`config.mk`:
```
export PLATFORM = sky130hd
export DESIGN_NAME = io_ports_top
export DESIGN_NICKNAME = d
export VERILOG_FILES = /design/src/io_pkg.sv /design/src/io_fifo.sv /design/src/io_decode.sv /design/src/io_regs.sv /design/src/io_rsp_port.sv /design/src/io_ports_top.sv
export SDC_FILE = /design/constraint.sdc
export NUM_CORES = 1
export LEC_CHECK = 0
export ABC_AREA = 0
export BUFFER_PORTS_ARGS = -buffer_cell sky130_fd_sc_hd__buf_2
export CORE_ASPECT_RATIO = 0.6
export CORE_UTILIZATION = 64
export DETAILED_ROUTE_END_ITERATION = 16
export GPL_ROUTABILITY_DRIVEN = 0
export PLACE_DENSITY = 0.93
export SETUP_SLACK_MARGIN = 0.2
export SYNTH_ARGS = -nofsm -noshare
export SYNTH_HDL_FRONTEND = slang
export SYNTH_SLANG_ARGS = --single-unit
```
`constraint.sdc`:
```
create_clock -name sys_clk -period 10.35 [get_ports sys_clk]
set_clock_uncertainty 0.2 [all_clocks]
set_input_delay 0.5175 -clock sys_clk [delete_from_list [all_inputs] [get_ports sys_clk]]
set_output_delay 0.5175 -clock sys_clk [all_outputs]
set_load 0.02 [all_outputs]
```
`src/io_pkg.sv`:
```
`default_nettype none

package io_pkg;

  // bus widths, fixed by the address map below
  localparam int addr_width = 10;
  localparam int data_width = 16;

  localparam logic [addr_width-1:0] addr_led_lcd = 10'h080;
  localparam logic [addr_width-1:0] addr_lcd     = 10'h081;
  localparam logic [addr_width-1:0] addr_gpio    = 10'h082;

  typedef struct packed {
    logic                  wen;
    logic                  byt;   // byte access, low byte only
    logic [addr_width-1:0] addr;
    logic [data_width-1:0] wdata;
  } req_t;

  typedef struct packed {
    logic [data_width-1:0] rdata;
  } rsp_t;

  // register select, produced by decode
  typedef enum logic [1:0] {
    sel_none    = 2'd0,
    sel_led_lcd = 2'd1,
    sel_lcd_hi  = 2'd2,
    sel_gpio    = 2'd3
  } sel_t;

endpackage

`default_nettype wire

```
`src/io_fifo.sv`:
```
`timescale 1ns/1ps
`default_nettype none

module io_fifo #(
  parameter type payload_t = logic [7:0],
  parameter int  DEPTH     = 4
) (
  input  wire                          sys_clk,
  input  wire                          rst_n,
  input  wire                          push,
  input  wire payload_t                push_data,
  input  wire                          pop,
  output payload_t                     pop_data,
  output logic                         not_empty,
  output logic [$clog2(DEPTH+1)-1:0]   free
);

  localparam int ptr_w = (DEPTH > 1) ? $clog2(DEPTH) : 1;
  localparam int cnt_w = $clog2(DEPTH+1);

  payload_t         mem [DEPTH];
  logic [ptr_w-1:0] wr_ptr;
  logic [ptr_w-1:0] rd_ptr;
  logic [cnt_w-1:0] count;

  always_ff @(posedge sys_clk) begin
    if (push)
      mem[wr_ptr] <= push_data;
  end

  always_ff @(posedge sys_clk or negedge rst_n) begin
    if (!rst_n) begin
      wr_ptr <= '0;
      rd_ptr <= '0;
      count  <= '0;
    end else begin
      if (push)
        wr_ptr <= (wr_ptr == ptr_w'(DEPTH-1)) ? '0 : wr_ptr + 1'b1;
      if (pop)
        rd_ptr <= (rd_ptr == ptr_w'(DEPTH-1)) ? '0 : rd_ptr + 1'b1;
      case ({push, pop})
        2'b10:   count <= count + 1'b1;
        2'b01:   count <= count - 1'b1;
        default: count <= count;  // idle or push+pop
      endcase
    end
  end

  assign pop_data  = mem[rd_ptr];  // head visible the cycle after write
  assign not_empty = (count != '0);
  assign free      = cnt_w'(DEPTH) - count;

  // ************************************************************************
  // protocol checks
  // ************************************************************************

  // a push into a full queue is fine when the head leaves at the same edge
  a_no_push_full: assert property (
    @(posedge sys_clk) disable iff (!rst_n)
    (push && !pop) |-> (count != cnt_w'(DEPTH))
  ) else $error("io_fifo: push while full");

  a_no_pop_empty: assert property (
    @(posedge sys_clk) disable iff (!rst_n)
    pop |-> not_empty
  ) else $error("io_fifo: pop while empty");

endmodule

`default_nettype wire

```
`src/io_decode.sv`:
```
`timescale 1ns/1ps
`default_nettype none

module io_decode #(
  parameter int RSP_DEPTH = 4
) (
  input  wire                                sys_clk,
  input  wire                                rst_n,
  input  wire                                req_not_empty,
  input  wire io_pkg::req_t                  req_data,
  output logic                               req_pop,
  input  wire [$clog2(RSP_DEPTH+1)-1:0]      rsp_free,
  output logic                               op_valid,
  output logic                               op_wen,
  output logic                               op_byt,
  output io_pkg::sel_t                       op_sel,
  output logic [io_pkg::data_width-1:0]      op_wdata
);

  localparam int aw = io_pkg::addr_width;

  logic         rd_in_op;    // read sitting in this stage
  logic         rd_in_regs;  // read sitting in the register stage
  logic [1:0]   rd_inflight;
  io_pkg::sel_t sel_next;

  assign rd_in_op    = op_valid && !op_wen;
  assign rd_inflight = {1'b0, rd_in_op} + {1'b0, rd_in_regs};

  // reads only go when a response slot is guaranteed
  assign req_pop = req_not_empty &&
                   (req_data.wen || (32'(rsp_free) > 32'(rd_inflight)));

  always_comb begin
    sel_next = io_pkg::sel_none;
    if (req_data.wen) begin
      case (req_data.addr)  // exact match for writes
        io_pkg::addr_led_lcd: sel_next = io_pkg::sel_led_lcd;
        io_pkg::addr_lcd:     sel_next = io_pkg::sel_lcd_hi;
        io_pkg::addr_gpio:    sel_next = io_pkg::sel_gpio;
        default:              sel_next = io_pkg::sel_none;
      endcase
    end else if (req_data.addr[aw-1:1] == io_pkg::addr_led_lcd[aw-1:1]) begin
      sel_next = io_pkg::sel_led_lcd;  // 0x080 / 0x081
    end else if (req_data.addr[aw-1:1] == io_pkg::addr_gpio[aw-1:1]) begin
      sel_next = io_pkg::sel_gpio;     // 0x082 / 0x083
    end
  end

  always_ff @(posedge sys_clk or negedge rst_n) begin
    if (!rst_n) begin
      op_valid   <= 1'b0;
      op_wen     <= 1'b0;
      op_byt     <= 1'b0;
      op_sel     <= io_pkg::sel_none;
      rd_in_regs <= 1'b0;
    end else begin
      op_valid   <= req_pop;
      op_wen     <= req_data.wen;
      op_byt     <= req_data.byt;
      op_sel     <= sel_next;
      rd_in_regs <= rd_in_op;
    end
  end

  always_ff @(posedge sys_clk) begin
    op_wdata <= req_data.wdata;
  end

endmodule

`default_nettype wire

```
`src/io_regs.sv`:
```
`timescale 1ns/1ps
`default_nettype none

module io_regs (
  input  wire                             sys_clk,
  input  wire                             rst_n,
  input  wire                             op_valid,
  input  wire                             op_wen,
  input  wire                             op_byt,
  input  wire io_pkg::sel_t               op_sel,
  input  wire [io_pkg::data_width-1:0]    op_wdata,
  output logic                            rd_push,
  output logic [io_pkg::data_width-1:0]   rd_data,
  output logic [5:0]                      led,
  output logic                            lcd_e,
  output logic                            lcd_rw,
  output logic                            lcd_rs,
  output logic [3:0]                      lcd_db,
  output logic [7:0]                      gpio
);

  logic [7:0]                    led_q;
  logic [7:0]                    lcd_q;
  logic [7:0]                    gpio_q;
  logic [io_pkg::data_width-1:0] rd_next;
  logic                          wr_en;

  assign wr_en = op_valid && op_wen;

  // ************************************************************************
  // register writes
  // ************************************************************************

  always_ff @(posedge sys_clk or negedge rst_n) begin
    if (!rst_n) begin
      led_q  <= 8'd0;
      lcd_q  <= 8'd0;
      gpio_q <= 8'd0;
    end else if (wr_en) begin
      case (op_sel)
        io_pkg::sel_led_lcd: begin
          if (op_byt)
            led_q <= op_wdata[7:0];
          else
            {lcd_q, led_q} <= op_wdata;
        end
        io_pkg::sel_lcd_hi: lcd_q  <= op_wdata[15:8];  // high byte lane
        io_pkg::sel_gpio:   gpio_q <= op_wdata[7:0];
        default:            ;
      endcase
    end
  end

  // ************************************************************************
  // read path
  // ************************************************************************

  always_comb begin
    case (op_sel)
      io_pkg::sel_led_lcd: rd_next = {lcd_q, led_q};
      io_pkg::sel_gpio:    rd_next = {8'd0, gpio_q};
      default:             rd_next = '0;  // unmapped
    endcase
  end

  always_ff @(posedge sys_clk or negedge rst_n) begin
    if (!rst_n)
      rd_push <= 1'b0;
    else
      rd_push <= op_valid && !op_wen;
  end

  always_ff @(posedge sys_clk) begin
    rd_data <= rd_next;
  end

  // pin mapping
  assign led    = led_q[5:0];
  assign lcd_e  = lcd_q[0];
  assign lcd_rw = lcd_q[1];
  assign lcd_rs = lcd_q[2];
  assign lcd_db = lcd_q[7:4];
  assign gpio   = gpio_q;

  // decode never hands a read the lcd high-byte select
  a_sel_legal: assert property (
    @(posedge sys_clk) disable iff (!rst_n)
    op_valid |-> (!$isunknown(op_sel) && (op_wen || op_sel != io_pkg::sel_lcd_hi))
  ) else $error("io_regs: illegal op_sel");

endmodule

`default_nettype wire

```
`src/io_rsp_port.sv`:
```
`timescale 1ns/1ps
`default_nettype none

module io_rsp_port #(
  parameter int DEPTH = 4
) (
  input  wire                             sys_clk,
  input  wire                             rst_n,
  input  wire                             rd_push,
  input  wire [io_pkg::data_width-1:0]    rd_data,
  output logic [$clog2(DEPTH+1)-1:0]      rsp_free,
  input  wire                             rsp_credit,
  output logic                            rsp_valid,
  output logic [io_pkg::data_width-1:0]   rsp_rdata
);

  localparam logic [7:0] credit_max = 8'd255;

  io_pkg::rsp_t push_word;
  io_pkg::rsp_t head_word;
  logic         fifo_pop;
  logic         fifo_not_empty;
  logic [7:0]   credits;   // granted by host, not yet spent

  assign push_word.rdata = rd_data;

  io_fifo #(
    .payload_t (io_pkg::rsp_t),
    .DEPTH     (DEPTH)
  ) u_rsp_fifo (
    .sys_clk   (sys_clk),
    .rst_n     (rst_n),
    .push      (rd_push),
    .push_data (push_word),
    .pop       (fifo_pop),
    .pop_data  (head_word),
    .not_empty (fifo_not_empty),
    .free      (rsp_free)
  );

  assign fifo_pop = fifo_not_empty && (credits != 8'd0);

  always_ff @(posedge sys_clk or negedge rst_n) begin
    if (!rst_n) begin
      credits   <= 8'd0;
      rsp_valid <= 1'b0;
    end else begin
      case ({rsp_credit, fifo_pop})
        2'b10:   credits <= credits + 8'd1;
        2'b01:   credits <= credits - 8'd1;
        default: credits <= credits;
      endcase
      rsp_valid <= fifo_pop;
    end
  end

  always_ff @(posedge sys_clk) begin
    if (fifo_pop)
      rsp_rdata <= head_word.rdata;
  end

  a_credit_ceiling: assert property (
    @(posedge sys_clk) disable iff (!rst_n)
    (credits == credit_max) |-> !(rsp_credit && !fifo_pop)
  ) else $error("io_rsp_port: host granted more than 255 credits");

endmodule

`default_nettype wire

```
`src/io_ports_top.sv`:
```
`timescale 1ns/1ps
`default_nettype none

module io_ports_top #(
  parameter int REQ_DEPTH = 4,
  parameter int RSP_DEPTH = 4
) (
  input  wire                             sys_clk,
  input  wire                             rst_n,
  input  wire                             req_valid,
  input  wire                             req_wen,
  input  wire                             req_byt,
  input  wire [io_pkg::addr_width-1:0]    req_addr,
  input  wire [io_pkg::data_width-1:0]    req_wdata,
  output logic                            req_credit,
  input  wire                             rsp_credit,
  output logic                            rsp_valid,
  output logic [io_pkg::data_width-1:0]   rsp_rdata,
  output logic [5:0]                      led,
  output logic                            lcd_e,
  output logic                            lcd_rw,
  output logic                            lcd_rs,
  output logic [3:0]                      lcd_db,
  output logic [7:0]                      gpio
);

  io_pkg::req_t                   req_in;
  io_pkg::req_t                   req_head;
  logic                           req_not_empty;
  logic                           req_pop;
  logic [$clog2(RSP_DEPTH+1)-1:0] rsp_free;
  logic                           op_valid;
  logic                           op_wen;
  logic                           op_byt;
  io_pkg::sel_t                   op_sel;
  logic [io_pkg::data_width-1:0]  op_wdata;
  logic                           rd_push;
  logic [io_pkg::data_width-1:0]  rd_data;

  assign req_in = '{wen: req_wen, byt: req_byt, addr: req_addr, wdata: req_wdata};

  // one credit back per entry leaving the queue
  assign req_credit = req_pop;

  io_fifo #(
    .payload_t (io_pkg::req_t),
    .DEPTH     (REQ_DEPTH)
  ) u_req_fifo (
    .sys_clk   (sys_clk),
    .rst_n     (rst_n),
    .push      (req_valid),
    .push_data (req_in),
    .pop       (req_pop),
    .pop_data  (req_head),
    .not_empty (req_not_empty),
    .free      ()
  );

  io_decode #(
    .RSP_DEPTH (RSP_DEPTH)
  ) u_decode (
    .sys_clk (sys_clk), .rst_n (rst_n),
    .req_not_empty (req_not_empty), .req_data (req_head), .req_pop (req_pop),
    .rsp_free (rsp_free),
    .op_valid (op_valid), .op_wen (op_wen), .op_byt (op_byt),
    .op_sel (op_sel), .op_wdata (op_wdata)
  );

  io_regs u_regs (
    .sys_clk (sys_clk), .rst_n (rst_n),
    .op_valid (op_valid), .op_wen (op_wen), .op_byt (op_byt),
    .op_sel (op_sel), .op_wdata (op_wdata),
    .rd_push (rd_push), .rd_data (rd_data),
    .led (led), .lcd_e (lcd_e), .lcd_rw (lcd_rw), .lcd_rs (lcd_rs),
    .lcd_db (lcd_db), .gpio (gpio)
  );

  io_rsp_port #(
    .DEPTH (RSP_DEPTH)
  ) u_rsp_port (
    .sys_clk (sys_clk), .rst_n (rst_n),
    .rd_push (rd_push), .rd_data (rd_data), .rsp_free (rsp_free),
    .rsp_credit (rsp_credit), .rsp_valid (rsp_valid), .rsp_rdata (rsp_rdata)
  );

endmodule

`default_nettype wire

```
Word level (Yosys, flattened, before mapping)
Memory sizes are Yosys's and may differ from the RTL's. A register that Yosys moved wholly into a read port is not among the register bits.
Cells that the tools add are included.
Word-level totals
  register bits: 85
  RAM bits: 176
  input bits: 32
  output and inout bits: 39
  logic and storage cells: 86
  memories: 2
Cells by class
  $add $sub $neg: 12
  $lt $le $gt $ge: 1
  equal/unequal tests: 19
  multiplexer cells: 18
  reductions and logical operators: 16
Memories
  u_req_fifo.mem: words 4, width 28, rd ports 1, clocked after memory_dff 0, write ports 1, line io_fifo.sv:21  | payload_t mem [DEPTH];
  u_rsp_port.u_rsp_fifo.mem: words 4, width 16, rd ports 1, clocked after memory_dff 1, write ports 1, line io_fifo.sv:21
Operator list (count)
  $pmux 16 s2: 1
  $pmux 8 s2: 2
  $eq 10x8->1 const B: 3
  $eq 2x2->1 const B: 9
  $eq 9x7->1 const B: 2
  $mux 2: 7
  $pmux 3 s2: 2
  $add 2x1->2 const B: 4
  $add 8x1->8 const B: 1
  $eq 2x1->1 const B: 4
  $mux 8: 1
  $reduce_bool 2->1: 4
  $reduce_bool 8->1: 1
  $sub 8x1->8 const B: 1
  $add 3x1->3 const B: 2
  $pmux 2 s3: 1
  $reduce_bool 3->1: 2
  $sub 3x1->3 const B: 2
  $logic_and 1x1->1: 4
  $mux 1: 4
  $reduce_and 2->1: 2
  $gt 3x2->1: 1
  $reduce_and 3->1: 1
  $sub 3x3->3 const A: 1
  4 further kinds: 4

Logic depth before layout (Yosys ltp)
  depth after elaboration: 8
  gate-level depth with buffers: 14
  gate-level depth less buffers: 14

By module
From an unflattened synthesis, not the netlist that was laid out.
Second synthesis, totals
  cell total of the unflattened synthesis: 596
  area total of the unflattened synthesis: 10935.5 um2
Modules (own cells, without submodules)
  io_fifo at u_req_fifo: times used 1, cells an instance 189, area an instance 4491.8 um2, seq. area each 3538.4 um2
  io_fifo at u_rsp_port.u_rsp_fifo: times used 1, cells an instance 127, area an instance 2800.2 um2, seq. area each 2097.0 um2
  io_regs: times used 1, cells an instance 156, area an instance 1874.3 um2, seq. area each 945.9 um2
  io_rsp_port: times used 1, cells an instance 86, area an instance 1159.9 um2, seq. area each 705.7 um2
  io_decode: times used 1, cells an instance 38, area an instance 609.3 um2, seq. area each 470.5 um2

Least setup slack after synthesis
OpenSTA, ideal clock, no wires.
  path type: flip-flop to flip-flop
  start point: register u_rsp_port.u_rsp_fifo.count[0]
  end point: register u_rsp_port.credits[6]
  setup time: 95 ps
  arrival time: 3519 ps
  data required time: 10055 ps
  slack: 6535 ps
  stages on the path, launching flop included: 12
  buffers on the path: 0
  period minus slack after synthesis: 3815 ps
  cell sequence: dfrtp_1 > inv_1 > ha_1 > ha_1 > a21oi_1 > ha_1 > ha_1 > nor2b_1 > o31a_1 > o21a_1 > o21a_1 > o31ai_1
Between the ends
  cells in the longest elaborated chain, start to end: 4
  elaborated cells between the ends (all ways): 6
  those cells by class: eq/ne: 2; mux: 1; reduce/logical: 3
RTL lines
  start: declaration: line io_fifo.sv:24  | logic [cnt_w-1:0] count;
  start signal: assignment: line io_fifo.sv:42  | 2'b10: count <= count + 1'b1;
  start signal: assignment: line io_fifo.sv:43  | 2'b01: count <= count - 1'b1;
  start signal: assignment: line io_fifo.sv:44  | default: count <= count;
  $reduce_bool 3->1 (*): line io_fifo.sv:50  | assign not_empty = (count != '0);
  $logic_and 1x1->1 (*): line io_rsp_port.sv:41  | assign fifo_pop = fifo_not_empty && (credits != 8'd0);
  via u_rsp_port.fifo_pop: line io_rsp_port.sv:21  | logic fifo_pop;
  $eq 2x1->1 or $eq 2x2->1 (tied branches): line io_rsp_port.sv:48  | case ({rsp_credit, fifo_pop})
  $pmux 8 s2 or $reduce_bool 2->1 (tied branches)
  end signal: assignment: line io_rsp_port.sv:49  | 2'b10: credits <= credits + 8'd1;
  end signal: assignment: line io_rsp_port.sv:50  | 2'b01: credits <= credits - 8'd1;
  end signal: assignment: line io_rsp_port.sv:51  | default: credits <= credits;
  end: declaration: line io_rsp_port.sv:23  | logic [7:0] credits;
The timed path passes the listed nets; every way through them passes the cells marked *.
A chain may end at the register's enable or synchronous reset.

Final worst setup path
Ends and elaborated chain as after synthesis.

==> metrics.cfg <==
[power_and_ir_drop]
p_int_mw=2.34
swShare=0.308
seqPwrFrac=0.487
total_power_mw=3.39
p_sw_mw=1.04
pwr-share-comb=0.279
powerDensity_nw_per_um2=294
leakagePower_nw=4.41
clockPowerShare=0.235
ir_drop_v=0.000177

[worst_hold_path]
hp-class=in2reg
hold-path-endpoint=u_req_fifo.mem[0][22]$_DFFE_PP_
hold_path_depth=1
hp-start=req_addr[6]

[timing]
setup_violations=0
final.min_clock_period_ns=3.38
max_slew.worst_pin.slew_ns=1.12
hold_violations=0
drv_slew=0
min_period_over_period=0.326
rsz0062_at_grt=no
relSlewSlack=0.257
tns_ns=0
max_freq_mhz=296

[synthesis]
synth_area_leaders=edfxtp_1, dfrtp_1, mux4_2, dfxtp_1, mux2_2
synth_cell_types=42
avgSynthCellArea_sq_um=18.9
synth_cells=544
synth_flop_cell=edfxtp_1
yosysWarnings=0
synth_fp_nets=603
synth_enable_flop_cells=192
synth.top_cell.area_share=0.560
yosysSeqAreaShare=0.751
synth_largest_area_cell=edfxtp_1
ys_seq_elements=277
syn_area_sq_um=10300
async_reset_ff_frac=0.191

[floorplanning]
die_x_um=166
io_pins=71
core_sq_um=15500
die_area_sq_um=16600
rows=35
die_h_um=100
initial_utilization=0.662

[global_route]
grt_overflow=0
grt_pass1_wl_um=27400
grt_max_degree=54
antenna_found_initial=2
grtUsageTotal=0.219
grt_pass1_vias=5139

[setup_path]
cpMostUsedCell=ha_1
cpPeakStageDelay_ns=0.44
path_cells=inv_1, ha_1, ha_1, a21oi_2, buf_4, ha_1, ha_1, nor2b_1, o31a_1, o21a_1, o21a_1, o31ai_1
arrival_ns=3.58
worstSetupPathType=reg2reg
r2r_cells=12
slowest_stage=ha_1
start_kind=flop
cp.buffers_inverters=2
cp_top_family=adder cells
cp_data_required_time_ns=10.56
crit_path_end_kind=flop
path_max_fanout=21
r2r_setup_slack_ns=6.97
worstReg2RegStart=u_rsp_port.u_rsp_fifo.count[0]$_DFFE_PN0P_
r2r_end=u_rsp_port.credits[6]$_DFFE_PN0P_

[routing]
vias=4917
drc_errors=7
vias_per_cell=5.82
drt_iter0_markers=353
wl_um=17400
wl_per_cell_um=20.6
drt-pass1-iter-count=11
ant_nets=0

[cells_and_area]
fillers=863
nets=683
instances_no_fill=845
area_delta_synth_final_pct=11.9
final_layout_size_suffix_gt1_frac=0.271

[clock_tree]
clockBufferDepth=3
clk_latency_ns=0.51
cts_buffers=23
path_clk_slew_ns=0.07
cts.sinks=277
ctsHtreeMaxLevel=1
cts_setup_buffers=0
cts-root-buf=clkbuf_16
cts_tree=done
ctsResizeCount=0

[place]
portBuffers=70
dp.cells=801
dp_hpwl_um=11100

[status]
violations=DRC
status=complete, but fails checks

[flow_run]
cap_violations=0

==> worst reg2reg max path: cells and delay by family (launching register included) <==
kind / cells / cell delay (ns)
buf+inv: 2 / 0.40
fa+ha+maj: 4 / 1.21
simple gates: 1 / 0.17
flops: 1 / 0.38
compound gates: 5 / 0.91
==> area by class of cell <==
| cell class | instances | area, sq um | area share |
|---|---|---|---|
| multi-input cells | 224 | 2360 | 0.205 |
| clock inverters | 11 | 61.3 | 0.00532 |
| well taps | 203 | 254 | 0.0220 |
| repair buffers | 79 | 420 | 0.0365 |
| clock buffers | 31 | 626 | 0.0543 |
| flip-flops and latches | 277 | 7730 | 0.671 |
| diodes | 1 | 2.50 | 0.000217 |
| inverters | 19 | 71.3 | 0.00619 |
==> metrics by stage <==
step	hold WS, ns	setup WS [ns]	util	area [sq um]
6_report	0.0167	6.97	0.741	11500
5_1_grt	0.00786	6.78	0.741	11500
4_1_cts	0.00354	6.99	0.741	11500
3_5_place_dp	0.257	7.03	0.696	10800
3_3_place_gp	0.247	7.19	0.696	10800
2_1_floorplan	0.0219	6.54	-	10300
==> layer usage <==
layer	part of all wire	routed length, um	GRT usage	up-vias
li1	-	-	-	2231
met1	0.42	7260	0.289	2478
met2	0.50	8620	0.375	174
met3	0.065	1130	0.0485	32
met4	0.022	376	0.0611	2
met5	0.00075	13	0	-
==> timing repair <==
item                                   in CTS  in global routing
endpoints found under the hold margin      53                  0
setup endpoints to repair                   0                  0
hold buffers                                1                  0
==> layout by cell type, fill, tap and decap left out, types with 14 or more instances in the layout <==
cell type,synthesis,final
inv_1,19,19
nor2b_1,14,14
buf_2,5,70
o21ai_0,15,15
ha_1,24,24
edfxtp_1,192,192
clkbuf_16,0,23
and2_1,16,16
mux2_2,27,27
mux4_2,32,32
dfrtp_1,53,53
dfxtp_1,32,32
==> sequential cells by signal, summed over array words and instances, names as in the netlist <==
| signal | flops |
|---|---|
| u_decode.op_byt | 1 |
| u_decode.op_sel | 2 |
| u_decode.op_valid | 1 |
| u_decode.op_wdata | 16 |
| u_decode.op_wen | 1 |
| u_regs.gpio | 8 |
| u_regs.lcd_q | 8 |
| u_regs.led_q | 8 |
| u_regs.rd_data | 16 |
| u_regs.rd_push | 1 |
| u_req_fifo.count | 3 |
| u_req_fifo.mem | 112 |
| u_req_fifo.rd_ptr | 2 |
| u_req_fifo.wr_ptr | 2 |
| u_rsp_port.credits | 8 |
| u_rsp_port.rsp_rdata | 16 |
| u_rsp_port.rsp_valid | 1 |
| u_rsp_port.u_rsp_fifo.count | 3 |
| u_rsp_port.u_rsp_fifo.mem | 64 |
| u_rsp_port.u_rsp_fifo.rd_ptr | 2 |
| u_rsp_port.u_rsp_fifo.wr_ptr | 2 |
==> power groups by stage <==
stage / registers, mW / clock network, mW / logic [mW]
6_report: 1.65 / 0.795 / 0.943
5_1_grt: 1.67 / 0.849 / 1.03
4_1_cts: 1.65 / 0.810 / 0.955
3_5_place_dp: 1.67 / 0 / 0.943
3_3_place_gp: 1.65 / 0 / 0.881
2_1_floorplan: 1.65 / 0 / 0.684
==> synth_stat cells (4+ instances only) <==
cell        n
dfxtp_1    32
clkbuf_1    7
nor4_1      6
a21oi_1     6
buf_2       5
nand2_1    13
mux2i_1    10
mux2_2     27
nor2_1     12
o21ai_0    15
buf_4      10
dfrtp_1    53
and2_1     16
mux4_1      4
ha_1       24
xor2_1      7
mux4_2     32
nor2b_1    14
xnor2_1     5
edfxtp_1  192
inv_1      19
==> logic make-up (layout without fill, tap and decap cells) <==
logic type | count (synthesis) | in the layout | synth area share
AOI/OAI and AO/OA | 38 | 38 | 0.0234
xor gates and xnor gates | 12 | 12 | 0.0102
adders and majority gates | 27 | 27 | 0.0350
buffers and inverters | 43 | 140 | 0.0207
DFF | 277 | 277 | 0.751
muxes | 75 | 75 | 0.122
other | 0 | 1 | 0
and+or+nand+nor | 72 | 72 | 0.0375
==> worst max path at each step <==
| stage | from | to | cells after the start |
|---|---|---|---|
| floorplan | u_rsp_port.u_rsp_fifo.count[0]$_DFFE_PN0P_ | u_rsp_port.credits[6]$_DFFE_PN0P_ | 11 |
| global route | u_rsp_port.u_rsp_fifo.count[0]$_DFFE_PN0P_ | u_rsp_port.credits[6]$_DFFE_PN0P_ | 12 |
| global placement | u_rsp_port.u_rsp_fifo.count[0]$_DFFE_PN0P_ | u_rsp_port.credits[6]$_DFFE_PN0P_ | 12 |
| detailed placement | u_rsp_port.u_rsp_fifo.count[0]$_DFFE_PN0P_ | u_rsp_port.credits[6]$_DFFE_PN0P_ | 12 |
| CTS | u_rsp_port.u_rsp_fifo.count[0]$_DFFE_PN0P_ | u_rsp_port.credits[6]$_DFFE_PN0P_ | 12 |
| finish | u_rsp_port.u_rsp_fifo.count[0]$_DFFE_PN0P_ | u_rsp_port.credits[6]$_DFFE_PN0P_ | 12 |
(Power assumes the default switching activity.)
